## config.mk

```make
export PLATFORM = sky130hd
export DESIGN_NAME = mem_resv_cfg
export DESIGN_NICKNAME = d
export VERILOG_FILES = /design/src/mem_port_pkg.sv /design/src/mem_resv_cfg.sv
export SDC_FILE = /design/constraint.sdc
export NUM_CORES = 1
export LEC_CHECK = 0
export BUFFER_PORTS_ARGS = -buffer_cell sky130_fd_sc_hd__buf_2
export CORE_MARGIN = 10
export CORE_UTILIZATION = 36
export DETAILED_ROUTE_END_ITERATION = 8
export HOLD_SLACK_MARGIN = 0.05
export PLACE_DENSITY = 0.72
export SYNTH_ARGS = -nofsm -noshare
export SYNTH_HDL_FRONTEND = slang
export SYNTH_SLANG_ARGS = --single-unit
```

## constraint.sdc

```tcl
create_clock -name clk -period 0.8 [get_ports clk]
set_input_delay 0.16 -clock clk [delete_from_list [all_inputs] [get_ports clk]]
set_output_delay 0.16 -clock clk [all_outputs]
set_load 0.005 [all_outputs]
```

## src/mem_port_pkg.sv

```systemverilog
`default_nettype none

package mem_port_pkg;

	// ============================================================
	// Counts and widths
	// ============================================================

	// Four requesting channels share the port
	localparam int NCH = 4;
	localparam int CH_W = 2;

	// Two reservation buckets and the width of a bucket index
	localparam int NAR = 2;
	localparam int BK_W = $clog2(NAR);

	localparam int ADR_W = 32;
	localparam int DAT_W = 32;
	localparam int OP_W = 2;

	// A reservation covers one 16-byte line, so the line number starts at bit 4
	localparam int LINE_LSB = 4;
	localparam int LINE_W = ADR_W - LINE_LSB;

	// The memory holds 256 words and is indexed by address bits 9 down to 2
	localparam int MEM_WORDS = 256;
	localparam int WIDX_LSB = 2;
	localparam int WIDX_W = $clog2(MEM_WORDS);

	// Timeout register and bucket age counters
	localparam int TO_W = 16;

	// ============================================================
	// Types and encodings
	// ============================================================

	typedef logic [CH_W-1:0]   chan_t;
	typedef logic [ADR_W-1:0]  adr_t;
	typedef logic [DAT_W-1:0]  data_t;
	typedef logic [OP_W-1:0]   op_t;
	typedef logic [TO_W-1:0]   tmo_t;
	typedef logic [LINE_W-1:0] line_t;

	// Request operations
	localparam op_t OP_READ  = 2'd0;
	localparam op_t OP_WRITE = 2'd1;
	localparam op_t OP_LR    = 2'd2;
	localparam op_t OP_SC    = 2'd3;

	// Only a refused store-conditional reports a failure status
	localparam logic SC_OK   = 1'b0;
	localparam logic SC_FAIL = 1'b1;

	// Sequencer states
	typedef enum logic [1:0] {
		IDLE,
		ACCESS,
		RESP
	} seq_state_t;

endpackage

`default_nettype wire

```

## src/mem_resv_cfg.sv

```systemverilog
`default_nettype none

module mem_resv_cfg (
	input  wire                 clk,
	input  wire                 rst,
	input  wire                 cfg_we,
	input  mem_port_pkg::tmo_t  cfg_tmo,
	output mem_port_pkg::tmo_t  tmo
);

	// ============================================================
	// Reservation policy registers
	// ============================================================

	// Reservation timeout in clock cycles
	// A bucket is freed once its age reaches this value
	// Zero turns expiry off and reservations then live until a write or a
	// replacement removes them
	mem_port_pkg::tmo_t tmo_q;

	// The system writes the timeout through a plain strobe with no handshake.
	// The new value is seen by the reservation manager from the next clock on
	always_ff @(posedge clk) begin
		if (rst) begin
			tmo_q <= '0;
		end else if (cfg_we) begin
			tmo_q <= cfg_tmo;
		end
	end

	// Further policy settings for the reservation manager belong beside this one
	assign tmo = tmo_q;

endmodule

`default_nettype wire

```

### Word-level counts from Yosys, hierarchy flattened

Index checks and enable logic that the tools add are counted.

* bits in registers: 16
* input port bits: 19
* output and inout bits: 16
* word-level logic and storage cells: 1

### Logic depth before layout (Yosys ltp)

* word-level depth: 0
* gate-level depth with buffers: 4

### Worst setup path after synthesis

No wires, ideal clock.

* path kind: input-to-reg
* start: input port cfg_we
* end: register tmo_q[10], in the netlist tmo[10]
* arrival time: 0.625 ns
* data required time: 0.683 ns
* slack: 0.058 ns
* stages on the path: 4
* buffers on the path: 2
* path through: buf_6 -> buf_12 -> mux2i_1 -> nor2_1

RTL lines
* start, declared: line mem_resv_cfg.sv:6 `input wire cfg_we,`
* end signal, assigned: line mem_resv_cfg.sv:27 `tmo_q <= cfg_tmo;`
* end, declared: line mem_resv_cfg.sv:19 `mem_port_pkg::tmo_t tmo_q;`

### Final worst setup path

* start: register tmo_q[14], in the netlist tmo[14]
* end: output port tmo[14]

RTL lines
* end, declared: line mem_resv_cfg.sv:8 `output mem_port_pkg::tmo_t tmo`

No word-level cell between the ends.

==> results.ini <==
[run_status]
status=finished with violations
violations=negative setup slack

[yosys]
synth_top_area_share=0.5517
syn_inst=52
yosysSeqAreaShare=0.5517
ys_ff_latch=16
yosys_warnings=0
syn_nets=71
syn_avg_cell_area_um2=11.16
synth.distinct_cells=7
synth_top_area_cell=dfxtp_1
syn-cell-area_um2=580.6
synth_area_leaders=dfxtp_1, mux2i_1, nor2_1

[placed_design]
gp_congestion=0.6884
dpl.hpwl_um=1173
place_inst=100
dp_slack_ns=-0.02746
portBuffers=34

[timing]
slew_headroom=0.8054
layout_min_cycle_time_ns=0.9021
rsz0062_at_grt=yes
slew_viol_final=0
fmax_mhz=1108
skew_ns=0
finalSetupTns_ns=-1.512
hold_violations=0
setup_viol=16
fin_crit_sh=1.128
post-route-worst-setup-slack_ns=-0.1021
worst_pin_slew_ns=0.2919

[clock_network]
cts_tree=built
cts_root_buf=clkbuf_4
ctsHoldBuffers=0
cts_sinks=16
numCtsBuffers=3
h-tree-depth=1
clockBufferDepth=2
insertion_delay_ns=0.29
path_clk_slew_ns=0.10

[setup_path]
cp_top_family=flip-flops
endpoint_kind=primary output
path_buf_inv=1
crit_type=flip-flop to primary output
start_kind=flip-flop
reg2reg_slack_ns=0.04
reg2regPathDepth=3
r2r_start=tmo[13]
required_ns=0.64
worstPathCellList=buf_6
slowest_stage=dfxtp_2
cp_max_fo=2
cp_slowest_stage_delay_ns=0.34
r2r_end=tmo[13]
worstPathArrival_ns=0.74

[power]
p_leak_nw=0.4744
peakVddDrop_mv=1.241
sw_frac_of_total=0.2351
clockPowerShare=0.320
p_per_area_mw_per_mm2=1847
p_sw_mw=0.4014
finalPower_mw=1.708
seq_power_share=0.517
combPwrFrac=0.163
internal-power_mw=1.306

[drt]
drc_errors=0
num_vias=503
wl_um=1591
drt_iter0_markers=5
viasPerCell=4.745
firstDrtPassIters=4
wl_per_cell_um=15.01
detail-route-antenna-nets=0

[finish]
largest_reg_flops=16
instances_no_fill=106
seq_area_um2=340.3
mostFrequentLayoutCells=buf_2, nor2_1, dfxtp_2
final_nets=110
mostFrequentLayoutCell=buf_2
n_antenna_cell=0
drive_gt1_frac=0.6556
multi_input_area_um2=224.0
area_growth_pct=59.27
nFillCells=134

[grt]
antenna_found_initial=0
grt_max_degree=17
first_global_vias=535
grt_pass1_wl_um=2428
track_usage=0.09233
grt_overflow=0

[min_path]
holdPathEnd=tmo[4]
hp-class=input port to flip-flop
hold-path-cell-count=3
hp-start=cfg_tmo[4]

[floorplanning]
core_mm2=0.001524
pin_count=35
die_w_um=60.16
die_h_um=60.16
dieArea_mm2=0.003619
num_rows=14
initial_core_util=0.3810

[job]
maxCapViolCount=0

-- stage by stage --
stage               utilization  cell area, um^2  hold WS (ns)
finish                   0.6067            924.6        0.1004
global placement         0.5057            770.7        0.3919
CTS                      0.5731            873.3        0.1016
detailed placement       0.5057            770.7        0.4074
floorplan                     -            580.6        0.3072
global route             0.6067            924.6        0.1015
-- worst min-delay path, delay by kind of cell --
kind / cells / cell delay [ns]
AND/OR/NAND/NOR: 1 / 0.07
multiplexers: 1 / 0.05
buffers and inverters: 1 / 0.08
-- per-layer routing --
| metal | track usage | share of wire | vias to the layer above |
|---|---|---|---|
| li1 | - | - | 245 |
| met1 | 0.08273 | 0.35 | 239 |
| met2 | 0.1574 | 0.58 | 15 |
| met3 | 0.03178 | 0.046 | 4 |
| met4 | 0.08654 | 0.021 | 0 |
| met5 | 0 | 0 | - |
-- cells in the mapped netlist --
master	n
nor2_1	16
mux2i_1	16
buf_6	1
buf_1	1
buf_12	1
dfxtp_1	16
buf_2	1
-- final cells by class --
| type | count | share of cell area |
|---|---|---|
| Tap cell | 16 | 0.02165 |
| Multi-Input combinational cell | 32 | 0.2422 |
| Sequential cell | 16 | 0.3681 |
| Timing Repair Buffer | 38 | 0.3288 |
| Clock buffer | 4 | 0.03924 |
-- logic make-up (layout without fill, tap and decap cells) --
logic type,count (synthesis),in the layout,synth area share
flip-flops,16,16,0.5517
multiplexers,16,16,0.2759
AND/OR/NAND/NOR,16,16,0.1035
buffers and inverters,4,42,0.06895
-- power groups by stage --
stage / clock network [mW] / registers, mW / logic (mW)
floorplan: 0 / 0.889 / 0.109
global placement: 0 / 0.882 / 0.221
detailed placement: 0 / 0.883 / 0.228
CTS: 0.548 / 0.877 / 0.253
global route: 0.597 / 0.889 / 0.304
finish: 0.546 / 0.883 / 0.278
-- worst max path at each step --
stage | startpoint | end | cells past startpoint
2_1_floorplan | cfg_we | tmo[10] | 4
3_3_place_gp | cfg_we | tmo[14] | 4
3_5_place_dp | cfg_we | tmo[3] | 4
4_1_cts | tmo[10] | tmo[10] | 1
5_1_grt | tmo[8] | tmo[8] | 1
6_report | tmo[14] | tmo[14] | 1
-- what timing repair did --
| action | CTS | global route |
|---|---|---|
| gates resized for setup | 21 | 9 |
| pin swaps | 0 | 1 |
| setup endpoints to repair | 16 | 17 |
| setup buffers | 2 | 0 |
No activity file was read; power rests on OpenSTA's default activity.
