<file path="src/mem_port_pkg.sv">
`default_nettype none

package mem_port_pkg;

	// ============================================================
	// Counts and widths
	// ============================================================

	// Four requesting channels share the port
	localparam int NCH = 4;
	localparam int CH_W = 2;

	// Two reservation buckets and the width of a bucket index
	localparam int NAR = 2;
	localparam int BK_W = $clog2(NAR);

	localparam int ADR_W = 32;
	localparam int DAT_W = 32;
	localparam int OP_W = 2;

	// A reservation covers one 16-byte line, so the line number starts at bit 4
	localparam int LINE_LSB = 4;
	localparam int LINE_W = ADR_W - LINE_LSB;

	// The memory holds 256 words and is indexed by address bits 9 down to 2
	localparam int MEM_WORDS = 256;
	localparam int WIDX_LSB = 2;
	localparam int WIDX_W = $clog2(MEM_WORDS);

	// Timeout register and bucket age counters
	localparam int TO_W = 16;

	// ============================================================
	// Types and encodings
	// ============================================================

	typedef logic [CH_W-1:0]   chan_t;
	typedef logic [ADR_W-1:0]  adr_t;
	typedef logic [DAT_W-1:0]  data_t;
	typedef logic [OP_W-1:0]   op_t;
	typedef logic [TO_W-1:0]   tmo_t;
	typedef logic [LINE_W-1:0] line_t;

	// Request operations
	localparam op_t OP_READ  = 2'd0;
	localparam op_t OP_WRITE = 2'd1;
	localparam op_t OP_LR    = 2'd2;
	localparam op_t OP_SC    = 2'd3;

	// Only a refused store-conditional reports a failure status
	localparam logic SC_OK   = 1'b0;
	localparam logic SC_FAIL = 1'b1;

	// Sequencer states
	typedef enum logic [1:0] {
		IDLE,
		ACCESS,
		RESP
	} seq_state_t;

endpackage

`default_nettype wire

</file>
<file path="src/mem_chan_arbiter.sv">
`default_nettype none

module mem_chan_arbiter (
	input  wire                             clk,
	input  wire                             rst,
	input  wire [mem_port_pkg::NCH-1:0]     req,
	input  wire                             advance,
	output mem_port_pkg::chan_t             grant_ch,
	output logic                            grant_any
);

	// Channel that has the highest priority in the current search
	mem_port_pkg::chan_t ptr;

	// ============================================================
	// Grant search
	// ============================================================

	// Walk the request lines starting at the pointer and take the first one
	// that is set. The index wraps naturally because NCH fills the chan_t range
	always_comb begin
		mem_port_pkg::chan_t idx;
		grant_any = 1'b0;
		grant_ch = ptr;
		for (int i = 0; i < mem_port_pkg::NCH; i++) begin
			idx = ptr + mem_port_pkg::chan_t'(i);
			if (!grant_any && req[idx]) begin
				grant_any = 1'b1;
				grant_ch = idx;
			end
		end
	end

	// ============================================================
	// Priority pointer
	// ============================================================

	// When the sequencer takes the grant the pointer moves to the channel just
	// after the one served. That channel drops to lowest priority, so every
	// waiting channel gets a turn within NCH grants
	always_ff @(posedge clk) begin
		if (rst) begin
			ptr <= '0;
		end else if (advance) begin
			ptr <= mem_port_pkg::chan_t'(grant_ch + 1'b1);
		end
	end

endmodule

`default_nettype wire

</file>
<file path="config.mk">
export PLATFORM = sky130hd
export DESIGN_NAME = mem_chan_arbiter
export DESIGN_NICKNAME = d
export VERILOG_FILES = /design/src/mem_port_pkg.sv /design/src/mem_chan_arbiter.sv
export SDC_FILE = /design/constraint.sdc
export NUM_CORES = 1
export LEC_CHECK = 0
export ABC_CLOCK_PERIOD_IN_PS = 1500
export BUFFER_PORTS_ARGS = -buffer_cell sky130_fd_sc_hd__buf_4
export CAP_MARGIN = 20
export CORE_AREA = 8 8 45 47
export CTS_CLUSTER_SIZE = 20
export DETAILED_ROUTE_END_ITERATION = 7
export DIE_AREA = 0 0 53 55
export GPL_TIMING_DRIVEN = 0
export PLACE_DENSITY_LB_ADDON = 0.25
export SLEW_MARGIN = 10
export SYNTH_ARGS = -nofsm -noshare
export SYNTH_HDL_FRONTEND = slang
export SYNTH_SLANG_ARGS = --single-unit
</file>
<file path="constraint.sdc">
create_clock -name clk -period 1.5 [get_ports clk]
set_input_delay 0.075 -clock clk [delete_from_list [all_inputs] [get_ports clk]]
set_output_delay 0.075 -clock clk [all_outputs]
set_load 0.02 [all_outputs]
</file>
==> Word-level counts from Yosys, hierarchy flattened <==
Cells that the tools add are included.
{ "classes": {"muxes": 15, "n_lt_le_gt_ge": 4, "addsub": 4, "reduce_logical": 6} }
{ "ops": {"columns": ["op", "count"], "rows": [
  ["< comparator 2 x 3 -> 1 bit, second input constant", 4],
  ["binary-select mux 1 bit (select 2 bit)", 4],
  ["two-way mux 1 bit", 8],
  ["two-way mux 2 bit", 3],
  ["adder 2 x 1 -> 2 bit, second input constant", 2],
  ["adder 2 bit, second input constant", 2],
  ["logical AND 1 bit", 3],
  ["zero test 1 bit", 3]
]} }
{ "word_totals": {"output_inout_bits": 3, "word_cells": 30, "ff_bits": 2, "inputBits": 7} }

==> Depth between registers and ports, before layout <==
{ "logic_depth": {"word_depth": 13, "ltp_mapped": 5, "ltp_nobuf": 4} }

==> Worst setup path after synthesis <==
OpenSTA, ideal clock, no wires.
{ "synth_path": {"path_type": "register to register", "from": "register ptr[1]", "to": "register ptr[0]", "t_required_ns": 1.359, "path_slack_ns": 0.177, "t_arrival_ns": 1.182, "path_buffers": 1, "setup_time_ns": 0.141, "stages_incl_launch_ff": 5, "period_less_slack_ns": 1.323, "path_cell_list": "dfxtp_1 -> buf_2 -> o22ai_1 -> a221oi_2 -> a211oi_2"} }
{ "synth_via": {"elab_chain_len": 13, "word_cells_on_any_way": 24, "cone_classes": "add/sub (4); mux (14); reduce/logical (6)"} }
{ "synth_lines": {"columns": ["element", "line_no", "source"], "rows": [
  ["from (decl)", "mem_chan_arbiter.sv:13", "mem_port_pkg::chan_t ptr;"],
  ["from (signal assigned)", "mem_chan_arbiter.sv:45", "ptr <= mem_port_pkg::chan_t'(grant_ch + 1'b1);"],
  ["parallel branches: the longest is 11 deep, another holds adder 2 x 1 -> 2 bit", null, null],
  ["two-way mux 2 bit (*)", "mem_chan_arbiter.sv:27", "if (!grant_any && req[idx]) begin"],
  ["net grant_ch[0]", "mem_chan_arbiter.sv:8", "output mem_port_pkg::chan_t grant_ch,"],
  ["adder 2 x 1 -> 2 bit (*)", "mem_chan_arbiter.sv:45", null]
]} }
Mark *: on every way through the listed nets, which the timed path passes. The select of a mux whose other input is x is not followed.
A chain may end at the register's enable or synchronous reset.

==> Worst setup path after layout <==
{ "layout_path": {"from": "register ptr[1]", "to": "output grant_ch[0]"} }
{ "layout_via": {"elab_chain_len": 12, "word_cells_on_any_way": 23, "cone_classes": "add/sub (3); mux (14); reduce/logical (6)"} }
{ "layout_lines": {"columns": ["element", "line_no"], "rows": [
  ["parallel branches: the longest is 11 deep, another holds adder 2 x 1 -> 2 bit", null],
  ["two-way mux 2 bit (*)", "mem_chan_arbiter.sv:27"],
  ["to (decl)", "mem_chan_arbiter.sv:8"]
]} }
Mark *: on every way between the ends. The select of a mux whose other input is x is not followed.

==> flow_summary.ini <==
[final_layout]
nNetsFinal = 53
drive_above_1_share = 0.4545
largest_reg_flops = 2
antenna_cells = 0
fin_util = 0.2532
area_growth_pct = 48.15
top_regs = ptr: 2 flops
largest-register = ptr

[yosys]
seq_area_frac_synth = 0.1693
yosysWarnings = 0
synth_area_um2 = 236.5
syn_nets = 39
synth-seq-cells = 2
syn_area_per_cell_um2 = 7.390
synth_cells = 32
ys_types = 23

[sta]
period_share = 0.9206
fmax_mhz = 724.2
fin_setup_tns_ps = 0
finalHoldViolCount = 0
setup_viol = 0
relSlewSlack = 0.8194
finClkSkew_ps = 2.374
rsz0062_at_grt = false
worst_pin_slew_ps = 270.9
fin_crit_ps = 1381
slew_viol_final = 0

[setup_path]
cp-endpoint = grant_ch[0]
startpoint_type = flop
startpoint = ptr[1]$_SDFFE_PP0P_
crit_family = compound AO/OA/AOI/OAI gates
reg2regPathDepth = 5
rrSetupSlack_ps = 380
path_max_fanout = 9
cpPeakStageDelay_ps = 320
rr_startpoint = ptr[1]$_SDFFE_PP0P_
crit_slowest_cell = a221oi_2
critPathKind = flop to output pin
worst_ep_arrival_time_ps = 1310
end_kind = output pin
path_buf_inv = 2
crit_top_cell = buf_4
r2r_end = ptr[0]$_SDFFE_PP0P_
crit_chain = buf_4 -> o22ai_1 -> a221oi_2 -> buf_4
worst-path-stages = 4
crit_required_ps = 1420

[power_and_ir_drop]
p_per_area_nw_per_um2 = 842.5
clkPwrFrac = 0.415
p_seq_frac = 0.215
p_switching_uw = 96.35
ir_worst_vdd_mv = 0.1940
switching_share = 0.3264
p_comb_frac = 0.370
internal_power_uw = 198.8
total_leakage_power_uw = 0.0001473

[drt]
dr.pass1.iters = 3
wl_met3_um = 51
drc_errors = 0
wl_met1_um = 400
ant_nets = 0
dr_wl_met2_um = 271
drt_iter0_drc = 2
vias_per_cell = 4.683
top_layer_used = met3
drt_wl_total_um = 723
route.vias.total = 281
wl_per_cell_um = 12.05

[cts]
cts_tree = built
cts_hold_buf = 0
cts_buffer_depth = 2
cts.sinks = 2
cts_root_buf = clkbuf_4
cts.clk_slew.worst_paths_ps = 30
clk_latency_ps = 230
cts_buffers = 3
h-tree-depth = 1

[global_route]
grt_max_degree = 10
antenna_found_initial = 0
first_global_vias = 322
grt_pass1_wl_mm = 1.304
grt_overflow_total = 0
grt_use_total = 0.06001

[floorplan]
pin_count = 10
initial_core_util = 0.1709
rows = 14
die_x_um = 53
die_area_um2 = 2915
core_um2 = 1384
die_h_um = 55

[outcome]
status = finished clean

[worst_hold_path]
hold_class = primary input to flop

[placed_design]
io_buffer_count = 9
dp_hpwl_um = 525.6
gp_congestion = 0.7142

[run]
max_cap_viol_count = 0
-- synth_stat cells, drive strengths merged --
cell	n	share of area
nand2	2	0.032
or2b	1	0.032
a31oi	1	0.026
a2bb2oi	1	0.037
o21bai	1	0.032
nor3b	1	0.032
o21ai	1	0.021
nor2	3	0.048
o211ai	1	0.032
a211oi	1	0.053
buf	1	0.021
a21oi	5	0.14
nand2b	1	0.026
inv	3	0.048
a41oi	1	0.037
o22ai	2	0.053
or4	1	0.032
a221oi	1	0.063
a21bo	1	0.042
or2	1	0.026
dfxtp	2	0.17
-- power groups by stage --
stage                     clock, uW  sequential [uW]  combinational [uW]
final                           123             63.5                 109
after global routing            135             64.2                 122
after CTS                       132             62.8                 109
after detailed placement          0             63.2                 109
after global placement            0             63.6                 109
after floorplan                   0             61.9                65.3
-- per-stage QoR --
step	setup WS, ps	std cells	total power, uW	instance area [um2]	hold slack [ps]
6_report	119.1	60	295.2	350.3	6.674
3_3_place_gp	280.1	57	172.3	324.1	248.8
2_1_floorplan	176.5	32	127.2	236.5	139.6
3_5_place_dp	275.6	57	172.2	324.1	247.3
5_1_grt	12.41	60	321.5	350.3	4.027
4_1_cts	17.83	60	303.9	346.6	3.033
-- worst min path at each step --
stage                     start                  end  depth (start not counted)  slack, ps
after floorplan             rst  ptr[0]$_SDFFE_PP0P_                          1        140
after global placement      rst  ptr[0]$_SDFFE_PP0P_                          2        250
after detailed placement    rst  ptr[0]$_SDFFE_PP0P_                          2        250
after CTS                   rst  ptr[0]$_SDFFE_PP0P_                          2          3
after global routing        rst  ptr[0]$_SDFFE_PP0P_                          2          4
final                       rst  ptr[0]$_SDFFE_PP0P_                          2          7
-- cells by family after synthesis --
family / synth area share
flip-flops: 0.1693
AND/OR/NAND/NOR: 0.2276
buffers and inverters: 0.06876
AO/OA/AOI/OAI: 0.5344
-- cells in the final DEF (no fill, tap or decap) --
master	count
or4_1	1
o21bai_1	1
a2bb2oi_1	1
or2b_1	1
a221oi_2	1
nor2_1	3
a211oi_2	1
o211ai_1	1
o21ai_1	1
inv_1	2
o22ai_1	2
clkbuf_4	3
or2_2	1
a21oi_2	2
nand2b_1	1
dfxtp_1	1
a41oi_1	1
inv_2	1
dfxtp_2	1
buf_4	10
a31oi_1	1
nand2_1	2
nor3b_1	1
a21oi_1	3
a21bo_1	1
-- metal layers --
metal,track usage,vias to the layer above
met1,0.08018,124
met3,0.01070,0
met4,0.06466,0
met5,0,-
li1,-,147
met2,0.07422,10
-- worst reg2reg max path, delay by kind of cell (launching register included) --
family	cells	cell delay, ps
buffers and inverters	1	160
DFF	1	290
AOI/OAI and AO/OA	4	590
-- layout make-up --
type	count	area [um2]
inverters	3	11.26
multi-input cells	26	180.2
flip-flops and latches	2	41.29
fillers	164	1033
well taps	16	20.02
plain buffers	1	7.507
clock buffers	3	22.52
repair buffers	9	67.56
-- timing repair --
item	4_1_cts	5_1_grt
endpoints found under the hold margin	0	0
buffers inserted	0	0
gates resized for setup	0	3
endpoints found under the setup margin	0	2
Power figures use the tool's default switching activity.
