### config.mk
export PLATFORM = sky130hd
export DESIGN_NAME = mem_resv_manager
export DESIGN_NICKNAME = d
export VERILOG_FILES = /design/src/mem_port_pkg.sv /design/src/mem_resv_manager.sv
export SDC_FILE = /design/constraint.sdc
export NUM_CORES = 1
export LEC_CHECK = 0
export BUFFER_PORTS_ARGS = -buffer_cell sky130_fd_sc_hd__buf_2
export CORE_MARGIN = 2
export CORE_UTILIZATION = 30
export DETAILED_ROUTE_END_ITERATION = 10
export MAX_ROUTING_LAYER = met4
export SKIP_LAST_GASP = 1
export SLEW_MARGIN = 25
export SYNTH_ARGS = -nofsm -noshare
export SYNTH_HDL_FRONTEND = slang
export SYNTH_SLANG_ARGS = --single-unit
### constraint.sdc
create_clock -name clk -period 5.75 [get_ports clk]
set_input_delay 0.575 -clock clk [delete_from_list [all_inputs] [get_ports clk]]
set_output_delay 0.575 -clock clk [all_outputs]
set_load 0.03 [all_outputs]
### src/mem_port_pkg.sv
`default_nettype none

package mem_port_pkg;

	// ============================================================
	// Counts and widths
	// ============================================================

	// Four requesting channels share the port
	localparam int NCH = 4;
	localparam int CH_W = 2;

	// Two reservation buckets and the width of a bucket index
	localparam int NAR = 2;
	localparam int BK_W = $clog2(NAR);

	localparam int ADR_W = 32;
	localparam int DAT_W = 32;
	localparam int OP_W = 2;

	// A reservation covers one 16-byte line, so the line number starts at bit 4
	localparam int LINE_LSB = 4;
	localparam int LINE_W = ADR_W - LINE_LSB;

	// The memory holds 256 words and is indexed by address bits 9 down to 2
	localparam int MEM_WORDS = 256;
	localparam int WIDX_LSB = 2;
	localparam int WIDX_W = $clog2(MEM_WORDS);

	// Timeout register and bucket age counters
	localparam int TO_W = 16;

	// ============================================================
	// Types and encodings
	// ============================================================

	typedef logic [CH_W-1:0]   chan_t;
	typedef logic [ADR_W-1:0]  adr_t;
	typedef logic [DAT_W-1:0]  data_t;
	typedef logic [OP_W-1:0]   op_t;
	typedef logic [TO_W-1:0]   tmo_t;
	typedef logic [LINE_W-1:0] line_t;

	// Request operations
	localparam op_t OP_READ  = 2'd0;
	localparam op_t OP_WRITE = 2'd1;
	localparam op_t OP_LR    = 2'd2;
	localparam op_t OP_SC    = 2'd3;

	// Only a refused store-conditional reports a failure status
	localparam logic SC_OK   = 1'b0;
	localparam logic SC_FAIL = 1'b1;

	// Sequencer states
	typedef enum logic [1:0] {
		IDLE,
		ACCESS,
		RESP
	} seq_state_t;

endpackage

`default_nettype wire

### src/mem_resv_manager.sv
`default_nettype none

module mem_resv_manager (
	input  wire                  clk,
	input  wire                  rst,
	input  mem_port_pkg::tmo_t   tmo,
	input  wire                  rsv_set,
	input  mem_port_pkg::chan_t  rsv_ch,
	input  mem_port_pkg::adr_t   rsv_adr,
	input  wire                  wr_done,
	input  mem_port_pkg::adr_t   wr_adr,
	output logic                 held
);

	// ============================================================
	// Bucket storage
	// ============================================================

	// Each bucket remembers which channel reserved which line and how many
	// cycles ago the reservation was made
	logic                 b_valid [mem_port_pkg::NAR];
	mem_port_pkg::chan_t  b_ch    [mem_port_pkg::NAR];
	mem_port_pkg::line_t  b_line  [mem_port_pkg::NAR];
	mem_port_pkg::tmo_t   b_age   [mem_port_pkg::NAR];

	// Bucket to throw out when a new reservation finds no empty bucket
	logic [mem_port_pkg::BK_W-1:0] victim;

	logic [mem_port_pkg::NAR-1:0]  expired;
	logic [mem_port_pkg::NAR-1:0]  live;
	logic                          found_free;
	logic [mem_port_pkg::BK_W-1:0] free_idx;
	logic [mem_port_pkg::BK_W-1:0] target;
	mem_port_pkg::line_t           set_line;
	mem_port_pkg::line_t           wr_line;

	// Line numbers of the address under check and of the completed write
	assign set_line = rsv_adr[mem_port_pkg::ADR_W-1:mem_port_pkg::LINE_LSB];
	assign wr_line = wr_adr[mem_port_pkg::ADR_W-1:mem_port_pkg::LINE_LSB];

	// A bucket whose age has reached a nonzero timeout already counts as free,
	// even though its valid flag is only cleared at the next edge
	always_comb begin
		for (int i = 0; i < mem_port_pkg::NAR; i++) begin
			expired[i] = b_valid[i] && (tmo != '0) && (b_age[i] >= tmo);
			live[i] = b_valid[i] && !expired[i];
		end
	end

	// ============================================================
	// Held check and free-bucket search
	// ============================================================

	// The channel holds the line if any live bucket carries both
	always_comb begin
		held = 1'b0;
		for (int i = 0; i < mem_port_pkg::NAR; i++) begin
			if (live[i] && b_ch[i] == rsv_ch && b_line[i] == set_line) begin
				held = 1'b1;
			end
		end
	end

	// Lowest numbered empty bucket
	always_comb begin
		found_free = 1'b0;
		free_idx = '0;
		for (int i = 0; i < mem_port_pkg::NAR; i++) begin
			if (!live[i] && !found_free) begin
				found_free = 1'b1;
				free_idx = mem_port_pkg::BK_W'(i);
			end
		end
	end

	// A new reservation goes to an empty bucket when there is one, else to the victim
	assign target = found_free ? free_idx : victim;

	// ============================================================
	// Bucket updates
	// ============================================================

	// Only one operation is in flight, so a set and a write clear never arrive
	// in the same cycle. A set is still placed last so that it wins over aging
	always_ff @(posedge clk) begin
		if (rst) begin
			victim <= '0;
			for (int i = 0; i < mem_port_pkg::NAR; i++) begin
				b_valid[i] <= 1'b0;
				b_age[i] <= '0;
			end
		end else begin
			for (int i = 0; i < mem_port_pkg::NAR; i++) begin
				// Age saturates so that a long life with expiry off cannot wrap
				if (b_valid[i] && b_age[i] != '1) begin
					b_age[i] <= b_age[i] + 1'b1;
				end
				if (expired[i]) begin
					b_valid[i] <= 1'b0;
				end
				// Any write to the line kills every reservation on it, whoever holds it
				if (wr_done && b_valid[i] && b_line[i] == wr_line) begin
					b_valid[i] <= 1'b0;
				end
			end

			// A load-reserved of a line the channel already holds changes nothing.
			// A load-reserved loop then cannot use up the buckets
			if (rsv_set && !held) begin
				b_valid[target] <= 1'b1;
				b_ch[target] <= rsv_ch;
				b_line[target] <= set_line;
				b_age[target] <= '0;
				// The victim pointer only moves when it was actually used
				if (!found_free) begin
					if (victim == mem_port_pkg::BK_W'(mem_port_pkg::NAR - 1)) begin
						victim <= '0;
					end else begin
						victim <= victim + 1'b1;
					end
				end
			end
		end
	end

endmodule

`default_nettype wire

# After elaboration in Yosys (flattened, before gate mapping)
# Memory sizes are Yosys's and may differ from the RTL's.
# Cells that the tools add are included.
[word_totals] regBits=1 ramBits=94 input_bits=86 wordCells=85 mem_count=4
[mem_list] name="b_line" depth=2 width=28 read_ports=2 rd_clocked_by_memory_dff=0 wr=1 line="mem_resv_manager.sv:23" rtl="mem_port_pkg::line_t b_line [mem_port_pkg::NAR];"
[mem_list] name="b_age" depth=2 width=16 read_ports=2 rd_clocked_by_memory_dff=0 wr=3 line="mem_resv_manager.sv:24" rtl="mem_port_pkg::tmo_t b_age [mem_port_pkg::NAR];"
[mem_list] name="b_ch" depth=2 width=2 read_ports=2 rd_clocked_by_memory_dff=0 wr=1 line="mem_resv_manager.sv:22" rtl="mem_port_pkg::chan_t b_ch [mem_port_pkg::NAR];"
[mem_list] name="b_valid" depth=2 width=1 read_ports=2 rd_clocked_by_memory_dff=0 wr=3 line="mem_resv_manager.sv:21" rtl="logic b_valid [mem_port_pkg::NAR];"
[op_classes] n_addsub=3 order_cmp=2 eq_ne=8 mux=36 bitwise_logic=7 reduce_logical=24
[op_table] op="$eq A28 B28 Y1" count=4
[op_table] op="$mux W1" count=34
[op_table] op="$add A16 B1 Y16 const B" count=2
[op_table] op="$ge A16 B16 Y1" count=2
[op_table] op="$mux W16" count=2
[op_table] op="$ne A16 B16 Y1 const B" count=2
[op_table] op="$logic_and A1 B1 Y1" count=18
[op_table] op="$reduce_bool A16 Y1" count=1
[op_table] op="$or A1 B1 Y1" count=6
[op_table] op="$eq A2 B2 Y1" count=2
[op_table] op="$logic_not A1 Y1" count=4
[op_table] op="$reduce_and A2 Y1" count=1
[op_table] op="$add A1 B1 Y1 const B" count=1
[op_table] op="$not A1 Y1" count=1

# Logic depth before layout (Yosys ltp)
[depth] word_depth=14 depth_mapped=9 depth_no_buf=8

# Worst setup path before layout
# Ideal clock, no wire load.
[synth_path] path_kind="input -> register" start="input tmo[6]" end="memory b_ch[0][0] (netlist bit) (enable)" setup_time_ps=390 arrival_time_ps=2999 required_ps=5360 path_slack_ps=2361 cell_stages=8 n_path_buf=0 cell_sequence="inv_1 > ha_1 > a41o_1 > a21oi_1 > or3_2 > a32oi_1 > o31ai_1 > and3_1"
[synth_via] elab_chain_len=14 word_cells_on_any_way=28 classes_between="order compare: 2; mux: 9; reduce/logical: 17"
[synth_rtl] element="start: declaration" line="mem_resv_manager.sv:6" rtl="input mem_port_pkg::tmo_t tmo,"
[synth_rtl] element="parallel branches: the longest is 14 deep, another holds $ge A16 B16 Y1"
[synth_rtl] element="end: declaration" line="mem_resv_manager.sv:22"
# Parallel ways; which one is timed is not known.

# Final worst setup path
[layout_path] start="input tmo[1]" end="output held"
[layout_via] elab_chain_len=9 word_cells_on_any_way=17 classes_between="order compare: 2; mux: 2; reduce/logical: 13"
[layout_rtl] element="parallel branches: the longest is 8 deep, another holds $ge A16 B16 Y1"
[layout_rtl] element="$mux W1 (*)" line="mem_resv_manager.sv:58" rtl="if (live[i] && b_ch[i] == rsv_ch && b_line[i] == set_line) begin"
[layout_rtl] element="end: declaration" line="mem_resv_manager.sv:12" rtl="output logic held"
# Mark *: on every way between the ends.

==> key figures <==
Run status
  – Outcome: complete, no violations

Setup path
  – Critical path launch point: tmo[1]
  – Critical Path Start Type: input pin
  – Critical Path AT: 2.78 ns
  – Critical path class: input pin to output pin
  – R2r startpoint: b_age[0][1]
  – Worst Path Max Fanout: 3
  – Critical path required time: 5.18 ns
  – Crit path capture type: output pin

Floorplanning
  – Initial Util: 0.3049
  – Boundary pin count: 87
  – Die W: 141.7 um
  – Core footprint: 18640 sq um
  – Rows: 50
  – Die Ht: 141.7 um
  – Full die area: 20060 sq um

STA
  – Setup violations, final: 0
  – Rel. slew slack: 0.4885
  – Fin crit share: 0.5835
  – Maximum operating frequency: 0.2981 GHz
  – Min cycle time layout: 3.355 ns
  – Max-slew violation count: 0
  – Clock skew: 0.01034 ns
  – RSZ-0062 raised after global routing: false
  – Final hold violation count: 0
  – Sum Neg Setup Slack: 0 ns
  – Worst Tran Pin Value: 0.7628 ns

Clock network
  – CTS Buffer Depth: 2
  – TritonCTS clock tree: yes
  – Post-cts sizing count: 0
  – CTS root buffer: clkbuf_16
  – Hold_buf cts: 0
  – CTS Sinks: 95
  – Later-pin clock latency in the skew report: 0.36 ns
  – Num CTS Buffers: 9
  – # H-tree levels: 3
  – Reg clk slew, reported paths: 0.07 ns
  – Setup bufs post-CTS: 0

Cells and area
  – Synth-to-Final Area Change: 16.29%
  – FF/Latch Area: 2502 sq um
  – Post-route design area: 6610 sq um
  – Multi-input gate area: 3017 sq um
  – Nets: 713
  – Layout fillers: 1917
  – Layout cells sized above 1: 0.1806

Route
  – Final ANT Viol Nets: 0
  – Drt drc: 0
  – Drt total wl: 14.18 mm
  – DR pass1 iterations: 4
  – DR iter-0 viols: 229
  – Via count: 4129
  – Routed vias/inst: 4.951
  – Wire per inst: 17.00 um

Logic synthesis
  – Cells after Synth: 512
  – Ys Warns: 0
  – Top-area cell type share of the netlist area: 0.3170
  – Cell with the most instances after synthesis: xor2_1
  – Netlist cell types: 56
  – Yosys top cell by area: edfxtp_1
  – Mapped Area: 5684 sq um
  – Avg Cell Area, Syn: 11.10 sq um
  – Most frequent cells after synthesis: xor2_1, xnor2_1, edfxtp_1
  – Asr flop ratio synth: 0
  – Yosys reg bits: 95
  – Number of synthesized flops with an enable pin: 60
  – Synthesized Nets: 632
  – Sequential area share after synthesis: 0.4402
  – Synth top area cells: edfxtp_1, dfxtp_1, xor2_1, xnor2_1, ha_1
  – Most common flop cell mapped by yosys: edfxtp_1

Power
  – Clock power share: 0.375
  – Reg power frac: 0.497
  – Max VDD drop: 0.0001351 V
  – Net Sw Frac: 0.2692
  – Pwr dens: 234.0 nW/um^2
  – Internal Pwr Total: 1.130 mW
  – Logic pwr share: 0.129
  – Leak: 2.474 nW
  – Psw: 0.4164 mW

Run
  – Maxcap violations: 0

Global route
  – Global-route wire length before repair: 22.38 mm
  – Gr usage total: 0.1501
  – Pin count of the biggest net entering global routing: 51
  – Grt total ovfl: 0
  – Vias in the first global route: 4099
  – Initial antenna violation count: 1

Worst hold path
  – Min-delay worst type: input pin to register
  – Hold Crit Start: rsv_adr[20]

Placement
  – Dpl hpwl: 10.87 mm
  – Buffers on Ports: 78
  – Placer Congestion: 0.8454
  – Placed instance area: 6326 sq um
==> critical path, cell delays in order <==
cell and delay, ns:
buf_2 0.10, inv_1 0.08, ha_1 0.32, nor2b_1 0.14
o211a_1 0.20, o311ai_0 0.64, a32o_1 0.33, nand2_1 0.07
nand2_1 0.12, buf_2 0.20
==> worst paths after layout <==
kind	slack, ns	to	cells past startpoint
worst max-delay path	2.39	held	10
worst min-delay path	0.45	b_line[0][16]	1
worst max register to register	2.59	b_line[1][15]	7
worst min register to register	0.51	b_age[1][2]	2
==> per-stage QoR <==
step                      hold slack (ns)  total power [mW]  setup slack [ns]  std cells    util
after CTS                          0.4406             1.566             2.366        832  0.3543
after global routing               0.4411             1.616             2.223        833  0.3544
final                              0.4486             1.547             2.395        834  0.3546
after floorplan                    0.4689            0.8954             2.361        512       -
after detailed placement           0.5067            0.9833             2.212        816  0.3393
after global placement             0.4985            0.9827             2.234        816  0.3393
==> kinds of logic after synthesis <==
family | Yosys count | share of synthesized area
AND/OR/NAND/NOR | 129 | 0.1338
AO/OA/AOI/OAI | 73 | 0.09664
flip-flops | 95 | 0.4402
multiplexers | 4 | 0.007264
XOR/XNOR | 141 | 0.2173
adder cells (fa/ha/maj) | 34 | 0.07484
buffers and inverters | 36 | 0.02994
==> per-layer routing <==
metal  track usage  vias up  wire length [um]
met4       0.04632        0               223
met1        0.2038     1921              6911
li1              -     2078                 -
met5             -        -                 0
met2        0.2236      113              6242
met3       0.03409       17               804
==> registers in the layout, summed over array words and instances, names as in the netlist <==
| signal | count |
|---|---|
| victim | 1 |
| b_line | 56 |
| b_ch | 4 |
| b_valid | 2 |
| b_age | 32 |
==> cell type report <==
cell class,instances,share of cell area
flip-flops and latches,95,0.3786
multi-input cells,381,0.4564
diodes,2,0.0007571
clock buffers,9,0.03407
well taps,234,0.04429
repair buffers,83,0.06474
inverters,23,0.01306
clock inverters,7,0.008139
==> power groups by stage <==
stage / Combinational [mW] / Clock, mW / Sequential (mW)
final: 0.199 / 0.579 / 0.768
after global routing: 0.219 / 0.626 / 0.771
after CTS: 0.201 / 0.597 / 0.768
after detailed placement: 0.200 / 0 / 0.784
after global placement: 0.200 / 0 / 0.783
after floorplan: 0.116 / 0 / 0.779
==> cells in the final DEF, fill, tap and decap left out, types with 3 or more instances in the layout <==
master	instances
a211oi_1	15
a21oi_1	13
and3_1	13
and4_1	6
buf_2	78
buf_4	5
clkbuf_16	9
dfxtp_1	35
edfxtp_1	60
ha_1	34
inv_1	23
mux2i_1	3
nand2_1	17
nand3_1	7
nand4_1	22
nor2_1	6
nor2b_1	4
nor3_1	16
nor4_1	23
o2111ai_1	7
o211ai_1	3
o21ai_0	11
or3_1	3
xnor2_1	66
xor2_1	75
Power figures use the tool's default switching activity.
