==> src/mem_port_pkg.sv <==
`default_nettype none

package mem_port_pkg;

	// ============================================================
	// Counts and widths
	// ============================================================

	// Four requesting channels share the port
	localparam int NCH = 4;
	localparam int CH_W = 2;

	// Two reservation buckets and the width of a bucket index
	localparam int NAR = 2;
	localparam int BK_W = $clog2(NAR);

	localparam int ADR_W = 32;
	localparam int DAT_W = 32;
	localparam int OP_W = 2;

	// A reservation covers one 16-byte line, so the line number starts at bit 4
	localparam int LINE_LSB = 4;
	localparam int LINE_W = ADR_W - LINE_LSB;

	// The memory holds 256 words and is indexed by address bits 9 down to 2
	localparam int MEM_WORDS = 256;
	localparam int WIDX_LSB = 2;
	localparam int WIDX_W = $clog2(MEM_WORDS);

	// Timeout register and bucket age counters
	localparam int TO_W = 16;

	// ============================================================
	// Types and encodings
	// ============================================================

	typedef logic [CH_W-1:0]   chan_t;
	typedef logic [ADR_W-1:0]  adr_t;
	typedef logic [DAT_W-1:0]  data_t;
	typedef logic [OP_W-1:0]   op_t;
	typedef logic [TO_W-1:0]   tmo_t;
	typedef logic [LINE_W-1:0] line_t;

	// Request operations
	localparam op_t OP_READ  = 2'd0;
	localparam op_t OP_WRITE = 2'd1;
	localparam op_t OP_LR    = 2'd2;
	localparam op_t OP_SC    = 2'd3;

	// Only a refused store-conditional reports a failure status
	localparam logic SC_OK   = 1'b0;
	localparam logic SC_FAIL = 1'b1;

	// Sequencer states
	typedef enum logic [1:0] {
		IDLE,
		ACCESS,
		RESP
	} seq_state_t;

endpackage

`default_nettype wire

==> src/mem_port_sequencer.sv <==
`default_nettype none

module mem_port_sequencer (
	input  wire                                       clk,
	input  wire                                       rst,
	input  wire [mem_port_pkg::NCH-1:0]               req_valid,
	input  wire [mem_port_pkg::NCH*mem_port_pkg::OP_W-1:0]  req_op,
	input  wire [mem_port_pkg::NCH*mem_port_pkg::ADR_W-1:0] req_adr,
	input  wire [mem_port_pkg::NCH*mem_port_pkg::DAT_W-1:0] req_wdata,
	output logic [mem_port_pkg::NCH-1:0]              req_ready,
	input  mem_port_pkg::chan_t                       grant_ch,
	input  wire                                       grant_any,
	output logic                                      advance,
	output logic                                      mem_we,
	output mem_port_pkg::adr_t                        mem_adr,
	output mem_port_pkg::data_t                       mem_wdata,
	input  mem_port_pkg::data_t                       mem_rdata,
	output logic                                      rsv_set,
	output mem_port_pkg::chan_t                       rsv_ch,
	output mem_port_pkg::adr_t                        rsv_adr,
	input  wire                                       held,
	output logic                                      wr_done,
	output mem_port_pkg::adr_t                        wr_adr,
	output logic                                      resp_valid,
	output mem_port_pkg::chan_t                       resp_ch,
	output mem_port_pkg::data_t                       resp_rdata,
	output logic                                      resp_status,
	input  wire                                       resp_ready
);

	mem_port_pkg::seq_state_t state;

	// Request latched at accept time
	mem_port_pkg::chan_t cur_ch;
	mem_port_pkg::op_t   cur_op;
	mem_port_pkg::adr_t  cur_adr;
	mem_port_pkg::data_t cur_wdata;
	logic                status_q;

	logic accept;
	logic is_sc;
	logic is_read;

	// ============================================================
	// Accept
	// ============================================================

	// The grant is taken only in IDLE. grant_any already implies that the
	// granted channel has valid high, so ready and valid meet in this cycle
	assign accept = (state == mem_port_pkg::IDLE) && grant_any;
	assign advance = accept;

	always_comb begin
		req_ready = '0;
		if (accept) begin
			req_ready[grant_ch] = 1'b1;
		end
	end

	// ============================================================
	// Memory and reservation strobes
	// ============================================================

	assign is_sc = (cur_op == mem_port_pkg::OP_SC);
	assign is_read = (cur_op == mem_port_pkg::OP_READ) || (cur_op == mem_port_pkg::OP_LR);

	// The address stays on the latched request in every state. Nothing writes
	// memory outside ACCESS, so the read data stays stable while RESP waits
	assign mem_adr = cur_adr;
	assign mem_wdata = cur_wdata;
	assign rsv_ch = cur_ch;
	assign rsv_adr = cur_adr;
	assign wr_adr = cur_adr;

	// A store-conditional writes only while its channel holds the line
	assign mem_we = (state == mem_port_pkg::ACCESS) &&
		((cur_op == mem_port_pkg::OP_WRITE) || (is_sc && held));
	assign rsv_set = (state == mem_port_pkg::ACCESS) && (cur_op == mem_port_pkg::OP_LR);
	// Every write that really happens clears the reservations on its line
	assign wr_done = mem_we;

	// ============================================================
	// Response
	// ============================================================

	assign resp_valid = (state == mem_port_pkg::RESP);
	assign resp_ch = cur_ch;
	assign resp_status = status_q;
	// Writes and store-conditionals return zero data
	assign resp_rdata = is_read ? mem_rdata : '0;

	// ============================================================
	// State machine
	// ============================================================

	// Accept, access and response take one cycle each, and RESP stretches
	// for as long as the response is not taken
	always_ff @(posedge clk) begin
		if (rst) begin
			state <= mem_port_pkg::IDLE;
		end else begin
			case (state)
				mem_port_pkg::IDLE: begin
					if (accept) begin
						state <= mem_port_pkg::ACCESS;
					end
				end
				mem_port_pkg::ACCESS: begin
					state <= mem_port_pkg::RESP;
				end
				mem_port_pkg::RESP: begin
					if (resp_ready) begin
						state <= mem_port_pkg::IDLE;
					end
				end
				default: begin
					state <= mem_port_pkg::IDLE;
				end
			endcase
		end
	end

	// Request fields of the granted channel are sliced out of the flat vectors
	always_ff @(posedge clk) begin
		if (accept) begin
			cur_ch <= grant_ch;
			cur_op <= req_op[grant_ch*mem_port_pkg::OP_W +: mem_port_pkg::OP_W];
			cur_adr <= req_adr[grant_ch*mem_port_pkg::ADR_W +: mem_port_pkg::ADR_W];
			cur_wdata <= req_wdata[grant_ch*mem_port_pkg::DAT_W +: mem_port_pkg::DAT_W];
		end
		// The held answer is only valid in ACCESS, so the status is caught there
		if (state == mem_port_pkg::ACCESS) begin
			status_q <= (is_sc && !held) ? mem_port_pkg::SC_FAIL : mem_port_pkg::SC_OK;
		end
	end

endmodule

`default_nettype wire

==> config.mk <==
export PLATFORM = sky130hd
export DESIGN_NAME = mem_port_sequencer
export DESIGN_NICKNAME = d
export VERILOG_FILES = /design/src/mem_port_pkg.sv /design/src/mem_port_sequencer.sv
export SDC_FILE = /design/constraint.sdc
export NUM_CORES = 1
export LEC_CHECK = 0
export BUFFER_PORTS_ARGS = -buffer_cell sky130_fd_sc_hd__buf_2
export CAP_MARGIN = 10
export CORE_AREA = 2 2 186 188
export DETAILED_ROUTE_END_ITERATION = 8
export DIE_AREA = 0 0 188 190
export PLACE_DENSITY = 0.39
export SLEW_MARGIN = 20
export SYNTH_ARGS = -nofsm -noshare
export SYNTH_HDL_FRONTEND = slang
export SYNTH_SLANG_ARGS = --single-unit
==> constraint.sdc <==
create_clock -name clk -period 8.6 [get_ports clk]
set_clock_uncertainty 0.2 [all_clocks]
set_input_delay 0 -clock clk [delete_from_list [all_inputs] [get_ports clk]]
set_output_delay 0 -clock clk [all_outputs]
set_load 0.01 [all_outputs]
### After elaboration in Yosys (flattened, before gate mapping)

Cells that the tools add are included.

* $lt $le $gt $ge: 2
* equality and inequality tests: 7
* shifts and indexed selects: 3
* multiplexer cells: 8
* reduce and logical (&&, ||, !) cells: 12

Operators by type and width (number)
* 128-bit by 8-bit indexed part select with 32-bit output: 2
* 32-bit 2-to-1 mux: 1
* 8-bit by 4-bit indexed part select with 2-bit output: 1
* 2-bit equality test (second input constant): 3
* 1-bit logical AND: 6
* 2-bit case mux with 3 select lines: 1
* 2-bit by 1-bit equality test with 1-bit output (second input constant): 2
* 2-bit logical NOT: 2
* 2-bit 2-to-1 mux: 2
* 4-bit 2-to-1 mux: 1
* 2-bit by 3-bit < comparator with 1-bit output (second input constant): 1
* 1-bit demux with 2-bit select: 1
* 2-bit by 1-bit >= comparator with 1-bit output (second input constant): 1
* 1-bit logical OR: 2
* 1-bit 2-to-1 mux: 2
* 2-bit by 1-bit inequality test with 1-bit output (second input constant): 1
* 2-bit inequality test (second input constant): 1
* 2-bit AND reduction: 1
* 1-bit logical NOT: 1

* register bits after elaboration: 71
* input bits: 307
* output and inout bits: 174
* logic and storage cells: 38

### Logic depth before layout (Yosys ltp)

Gate-level depths: netlist (run 1).

* depth in word-level cells: 5
* depth in mapped cells: 3
* mapped depth without buffers: 3

### Worst setup path before layout (run 1)

No wires, ideal clock.

* path type: reg-to-reg
* start point: register state[1]
* end point: register cur_op[0] (enable)
* data arrival time: 2.148 ns
* required time: 7.975 ns
* setup slack: 5.826 ns
* cell stages (with the launch flop): 3
* clock period less this slack: 2.774 ns
* cells stage by stage: dfxtp_1 -> or3b_1 -> inv_1

* cells in the longest elaborated chain, start to end: 2

Ends and longest elaborated chain
* from (decl): RTL line mem_port_sequencer.sv:31 `mem_port_pkg::seq_state_t state;`
* from (signal assigned): RTL line mem_port_sequencer.sv:100 `state <= mem_port_pkg::IDLE;`
* from (signal assigned): RTL line mem_port_sequencer.sv:105 `state <= mem_port_pkg::ACCESS;`
* from (signal assigned): RTL line mem_port_sequencer.sv:109 `state <= mem_port_pkg::RESP;`
* 2-bit logical NOT: RTL line mem_port_sequencer.sv:50 `assign accept = (state == mem_port_pkg::IDLE) && grant_any;`
* 1-bit logical AND: RTL line mem_port_sequencer.sv:50
* via advance: RTL line mem_port_sequencer.sv:13 `output logic advance,`
* to (signal assigned): RTL line mem_port_sequencer.sv:127 `cur_op <= req_op[grant_ch*mem_port_pkg::OP_W +: mem_port_pkg::OP_W];`
* to (decl): RTL line mem_port_sequencer.sv:35 `mem_port_pkg::op_t cur_op;`

The timed path passes the listed nets, and every way through them passes these cells.
A chain may end at the register's enable or synchronous reset.

### Worst setup path after layout (run 1)

* start point: input grant_ch[0]
* end point: register cur_wdata[16], in the netlist mem_wdata[16] (data pin)

* cells in the longest elaborated chain, start to end: 1

Ends and longest elaborated chain
* from (decl): RTL line mem_port_sequencer.sv:11 `input mem_port_pkg::chan_t grant_ch,`
* 128-bit by 8-bit indexed part select with 32-bit output: RTL line mem_port_sequencer.sv:129 `cur_wdata <= req_wdata[grant_ch*mem_port_pkg::DAT_W +: mem_port_pkg::DAT_W];`
* to (signal assigned): RTL line mem_port_sequencer.sv:129
* to (decl): RTL line mem_port_sequencer.sv:37 `mem_port_pkg::data_t cur_wdata;`

Every way passes these cells.

==> flow_summary.yaml, run 1 <==
die:
  fp.dieW_um: 188
  die_area_mm2: 0.0357
  rows: 68
  pin_count: 481
  initial_core_util_pct: 13.5
  coreArea_mm2: 0.0339
  die_y_um: 190
grt:
  grt_pass1_vias: 4830
  grt_use_total_pct: 10.1
  grt_max_degree: 51
  grt_pass1_wl_um: 26700
  grt_antenna_before_repair: 2
  overflow: 0
clock_tree:
  cts_sinks: 71
  post-cts-setup-buffers: 0
  cts_root_buf: "clkbuf_16"
  clock_path_buffers: 2
  cts_max_level: 3
  cts_resized: 0
  cts_buffers: 9
  tritoncts: "yes"
  cts.reportedPaths.clkPinSlew_ps: 60
  clkLatencyLatePin_ps: 340
worst_setup_path:
  cp_max_fo: 47
  cp-startpoint: "grant_ch[0]"
  start_kind: "input pin"
  worstPathRequired_ps: 8480
  crit_arrival_ps: 2990
  crit_type: "in -> reg"
  r2r_start: "state[1]"
  cp-end-kind: "flip-flop"
layout:
  fillers: 3672
  antennaDiodeCount: 0
  syn_to_final_growth_pct: 84.9
  final_nets: 1119
  final_common_cell: "buf_2"
  multi_input_area_mm2: 0.00178
  design_area_mm2: 0.00849
  area.sequential_mm2: 0.00211
  drive_gt1_share_pct: 68.3
  mostFrequentLayoutCells: "474 x buf_2, 137 x dlygate4sd3_1, 69 x edfxtp_1, 66 x mux4_2, 34 x nor2b_1"
synthesis:
  synth.ff_latch_count: 71
  syn_nets: 578
  syn_area_mm2: 0.00459
  synth_cell_types: 17
  yosysWarnings: 0
  syn_area_per_cell_um2: 16.9
  postSynthCellCount: 271
  ys_seq_area_share_pct: 46.0
timing:
  fmax_mhz: 321
  finalWorstSetupSlack_ps: 5490
  fin_tns_setup_ps: 0
  period_share_pct: 36.2
  slew_headroom_pct: 33.6
  hold_viol: 1
  fin_hold_ws_ps: -18.2
  worstMarginPinSlew_ps: 996
  finalWorstPathRequiredPeriod_ps: 3110
  finalSetupViolations: 0
  rsz0062_at_grt: "no"
  drv_slew: 0
placed_design:
  gp_congestion: 0.724
  dp_hpwl_um: 14800
  postPlaceCellArea_mm2: 0.00688
  port_buffers: 476
  dp_slack_ps: 5990
outcome:
  violations: "negative hold slack"
  outcome: "finished with violations"
power_and_ir_drop:
  power_w: 0.00111
  power_density_mw_per_mm2: 131
  power_leakage_nw: 3.84
  peakVddDrop_uv: 83.1
drt:
  drtIter0Drc: 110
  viasPerCell: 3.56
  wl_um: 18600
  drtPass1Iterations: 4
  drc: 0
  wl_per_cell_um: 14.7
  antenna_left: 0
  vias: 4518
min_path:
  hold_class: "in -> reg"
  min-delay-start: "grant_any"
flow_run:
  maxCapViolCount: 0
-- worst max-delay path, cell delays in order --
cell and delay (ps):
dlygate4sd3_1 550, buf_4 440, buf_4 780, mux4_2 610, dlygate4sd3_1 590
-- path summary, 6_finish.rpt --
| kind | cells after the start | slack [ps] | endpoint |
|---|---|---|---|
| setup / recovery | 5 | 5490 | mem_wdata[16] |
| hold / removal | 3 | -20 | state[0] |
| setup reg to reg | 3 | 6080 | mem_adr[27] |
| hold reg to reg | 1 | 410 | resp_status |
-- state kept, by name (all words and copies together) (netlist names) --
| name | count |
|---|---|
| state | 2 |
| resp_ch | 2 |
| resp_status | 1 |
| cur_op | 2 |
| mem_wdata | 32 |
| mem_adr | 32 |
-- cell usage after synthesis (all sizes together) --
library cell  number  area, um2
and3               3       18.8
buf               82        681
clkbuf             4       15.0
dfxtp              2       40.0
edfxtp            69       2070
inv                2       7.51
mux4              66       1490
nand2b             1       6.26
nor2               2       7.51
nor2b             34        213
nor3               1       5.00
nor3b              3       22.5
o21ba              1       10.0
or3b               1       8.76
-- layer usage --
metal / vias up / wire (um) / GRT usage (%)
met1: 2154 / 6740 / 10.4
met2: 263 / 10100 / 19.4
met5: - / 23 / 0
met3: 11 / 1510 / 2.99
li1: 2086 / - / -
met4: 4 / 201 / 3.00
-- final cells by class --
type	count	share of cell area [%]
clock buffers	11	2.74
clock inverters	3	0.147
inverters	2	0.103
multi-input cells	112	20.9
flip-flops and latches	71	24.9
well taps	455	6.70
repair buffers	616	44.5
-- cell families (layout without fill, tap and decap cells) --
| family | Yosys count | after routing | synth area share, % |
|---|---|---|---|
| buf+inv | 88 | 632 | 15.3 |
| mux | 66 | 66 | 32.4 |
| compound gates | 1 | 1 | 0.218 |
| simple gates | 45 | 45 | 6.13 |
| flops | 71 | 71 | 46.0 |
-- power by group --
group / leakage (nW) / internal (W) / switching (W)
logic: 3.04 / 0.000203 / 0.000129
clock network: 0.120 / 0.000190 / 0.000148
registers: 0.677 / 0.000420 / 0.0000194
total: 3.84 / 0.000813 / 0.000296
-- repair_timing --
item | CTS | global route
hold buffers | 137 | 0
hold endpoints to repair | 71 | 0
setup endpoints to repair | 0 | 0
-- metrics by stage --
step | std cells | utilization, %
CTS | 1270 | 25.0
global placement | 1119 | 20.3
detailed placement | 1119 | 20.3
global route | 1270 | 25.0
finish | 1270 | 25.0
floorplan | 271 | -
No activity file was read; power rests on OpenSTA's default activity.
==> inputs of run 2 (changes only) <==
==> constraint.sdc (replaced) <==
create_clock -name clk -period 3.2 [get_ports clk]
set_clock_uncertainty 0.2 [all_clocks]
set_input_delay 0 -clock clk [delete_from_list [all_inputs] [get_ports clk]]
set_output_delay 0 -clock clk [all_outputs]
set_load 0.01 [all_outputs]
==> flow_summary.yaml, run 2 (synthesis gave the netlist of run 1 again) <==
layout:
  mostFrequentLayoutCells: "474 x buf_2, 137 x dlygate4sd3_1, 69 x edfxtp_1, 66 x mux4_2, 34 x nor2b_1"
  design_area_mm2: 0.00860
  syn_to_final_growth_pct: 87.2
  final_nets: 1122
  antennaDiodeCount: 0
  final_common_cell: "buf_2"
  drive_gt1_share_pct: 68.8
  fin_cells: 1273
timing:
  period_share_pct: 72.4
  fmax_mhz: 432
  finalSetupViolations: 0
  hold_viol: 0
  finalWorstPathRequiredPeriod_ps: 2320
  drv_slew: 0
  slew_headroom_pct: 35.3
  rsz0062_at_grt: "no"
  finalWorstSetupSlack_ps: 883
  worstMarginPinSlew_ps: 971
  fin_tns_setup_ps: 0
power_and_ir_drop:
  p_sw_share_pct: 26.3
  clkPwrFrac_pct: 32.4
  pwr-share-seq_pct: 38.3
  power_density_mw_per_mm2: 359
  pwr-share-comb_pct: 29.3
  power_w: 0.00309
  switchingPower_w: 0.000812
  internal-power_w: 0.00227
  peakVddDrop_uv: 235
  power_leakage_nw: 3.89
drt:
  viasPerCell: 3.64
  vias: 4634
  drtIter0Drc: 103
  antenna_left: 0
  drtPass1Iterations: 4
  drc: 0
  wl_per_cell_um: 14.7
  wl_um: 18700
clock_tree:
  cts_root_buf: "clkbuf_16"
  clock_path_buffers: 2
  cts_sinks: 71
  cts_resized: 0
  cts_max_level: 3
  cts.reportedPaths.clkPinSlew_ps: 60
  tritoncts: "yes"
  cts_buffers: 9
  clkLatencyLatePin_ps: 340
placed_design:
  port_buffers: 476
  dp_slack_ps: 1160
  dp_hpwl_um: 14900
  gp_congestion: 0.700
  postPlaceCellArea_mm2: 0.00695
  placedCellCount: 1122
grt:
  grt_max_degree: 48
  grt_pass1_wl_um: 26600
  grt_use_total_pct: 10.1
  grt_pass1_vias: 4718
  grt_antenna_before_repair: 2
  overflow: 0
die:
  initial_core_util_pct: 13.5
  die_area_mm2: 0.0357
  die_y_um: 190
  coreArea_mm2: 0.0339
  rows: 68
  pin_count: 481
  fp.dieW_um: 188
worst_setup_path:
  cp_max_fo: 47
  cpMostUsedCell: "dlygate4sd3_1"
  cp-end-kind: "flip-flop"
  slowest_stage: "dlygate4sd3_1"
  slowest_delay_ps: 570
  worstPathRequired_ps: 3090
  start_kind: "input pin"
  crit_type: "in -> reg"
  crit_chain: "dlygate4sd3_1, buf_4, buf_12, mux4_2, dlygate4sd3_1"
  crit_arrival_ps: 2210
  crit_buf_inv: 4
  cp_top_family: "buffers and inverters"
min_path:
  hold_class: "in -> out"
flow_run:
  maxCapViolCount: 0
outcome:
  outcome: "finished, final reports clean"
-- run 2: cell types whose count changed in the layout (fill, tap and decap cells not counted), sizes merged --
cell / delta
clkbuf: -2
clkinvlp: +1
buf: +3
bufinv: +1
-- run 2: power by group through the flow --
stage                     clock network, W  logic, W  registers [W]
after CTS                          0.00106  0.000918        0.00119
after detailed placement                 0  0.000732        0.00120
after global routing               0.00108  0.000981        0.00119
final                             0.000999  0.000904        0.00118
after floorplan                          0  0.000398        0.00122
after global placement                   0  0.000733        0.00120
-- run 2: routing by layer --
layer	GRT usage [%]	up-vias	wire, um
li1	-	2093	-
met1	10.5	2247	6680
met2	19.4	271	10200
met3	2.73	19	1420
met4	3.36	4	296
met5	0	-	28
-- run 2: cell type report --
type,instances,area (um2)
repair buffers,619,3850
flip-flops and latches,71,2110
well taps,455,569
inverters,2,8.76
clock buffers,9,225
multi-input cells,112,1780
clock inverters,5,51.3
fillers,3605,25300
-- run 2: stage by stage --
| step | utilization (%) | hold WS, ps |
|---|---|---|
| after global placement | 20.5 | -29.1 |
| after detailed placement | 20.5 | -18.0 |
| after floorplan | - | -128 |
| after global routing | 25.3 | 118 |
| after CTS | 25.3 | 107 |
| final | 25.3 | 101 |
-- run 2: worst paths after layout --
| check | from | endpoint | slack, ps | depth (start not counted) |
|---|---|---|---|---|
| max | grant_ch[1] | mem_adr[24] | 880 | 5 |
| min | mem_rdata[31] | resp_rdata[31] | 100 | 3 |
| max reg2reg | state[1] | mem_wdata[5] | 1200 | 3 |
| min reg2reg | state[1] | resp_status | 420 | 1 |
-- run 2: tightest hold or removal path: cells and delay by family --
kind	cells	cell delay (ps)
buffers and inverters	2	200
AND/OR/NAND/NOR	1	100
-- run 2: timing repair --
action                                 in CTS  in global routing
buffers inserted                            0                  0
endpoints found under the hold margin      70                  0
hold buffers                              137                  0
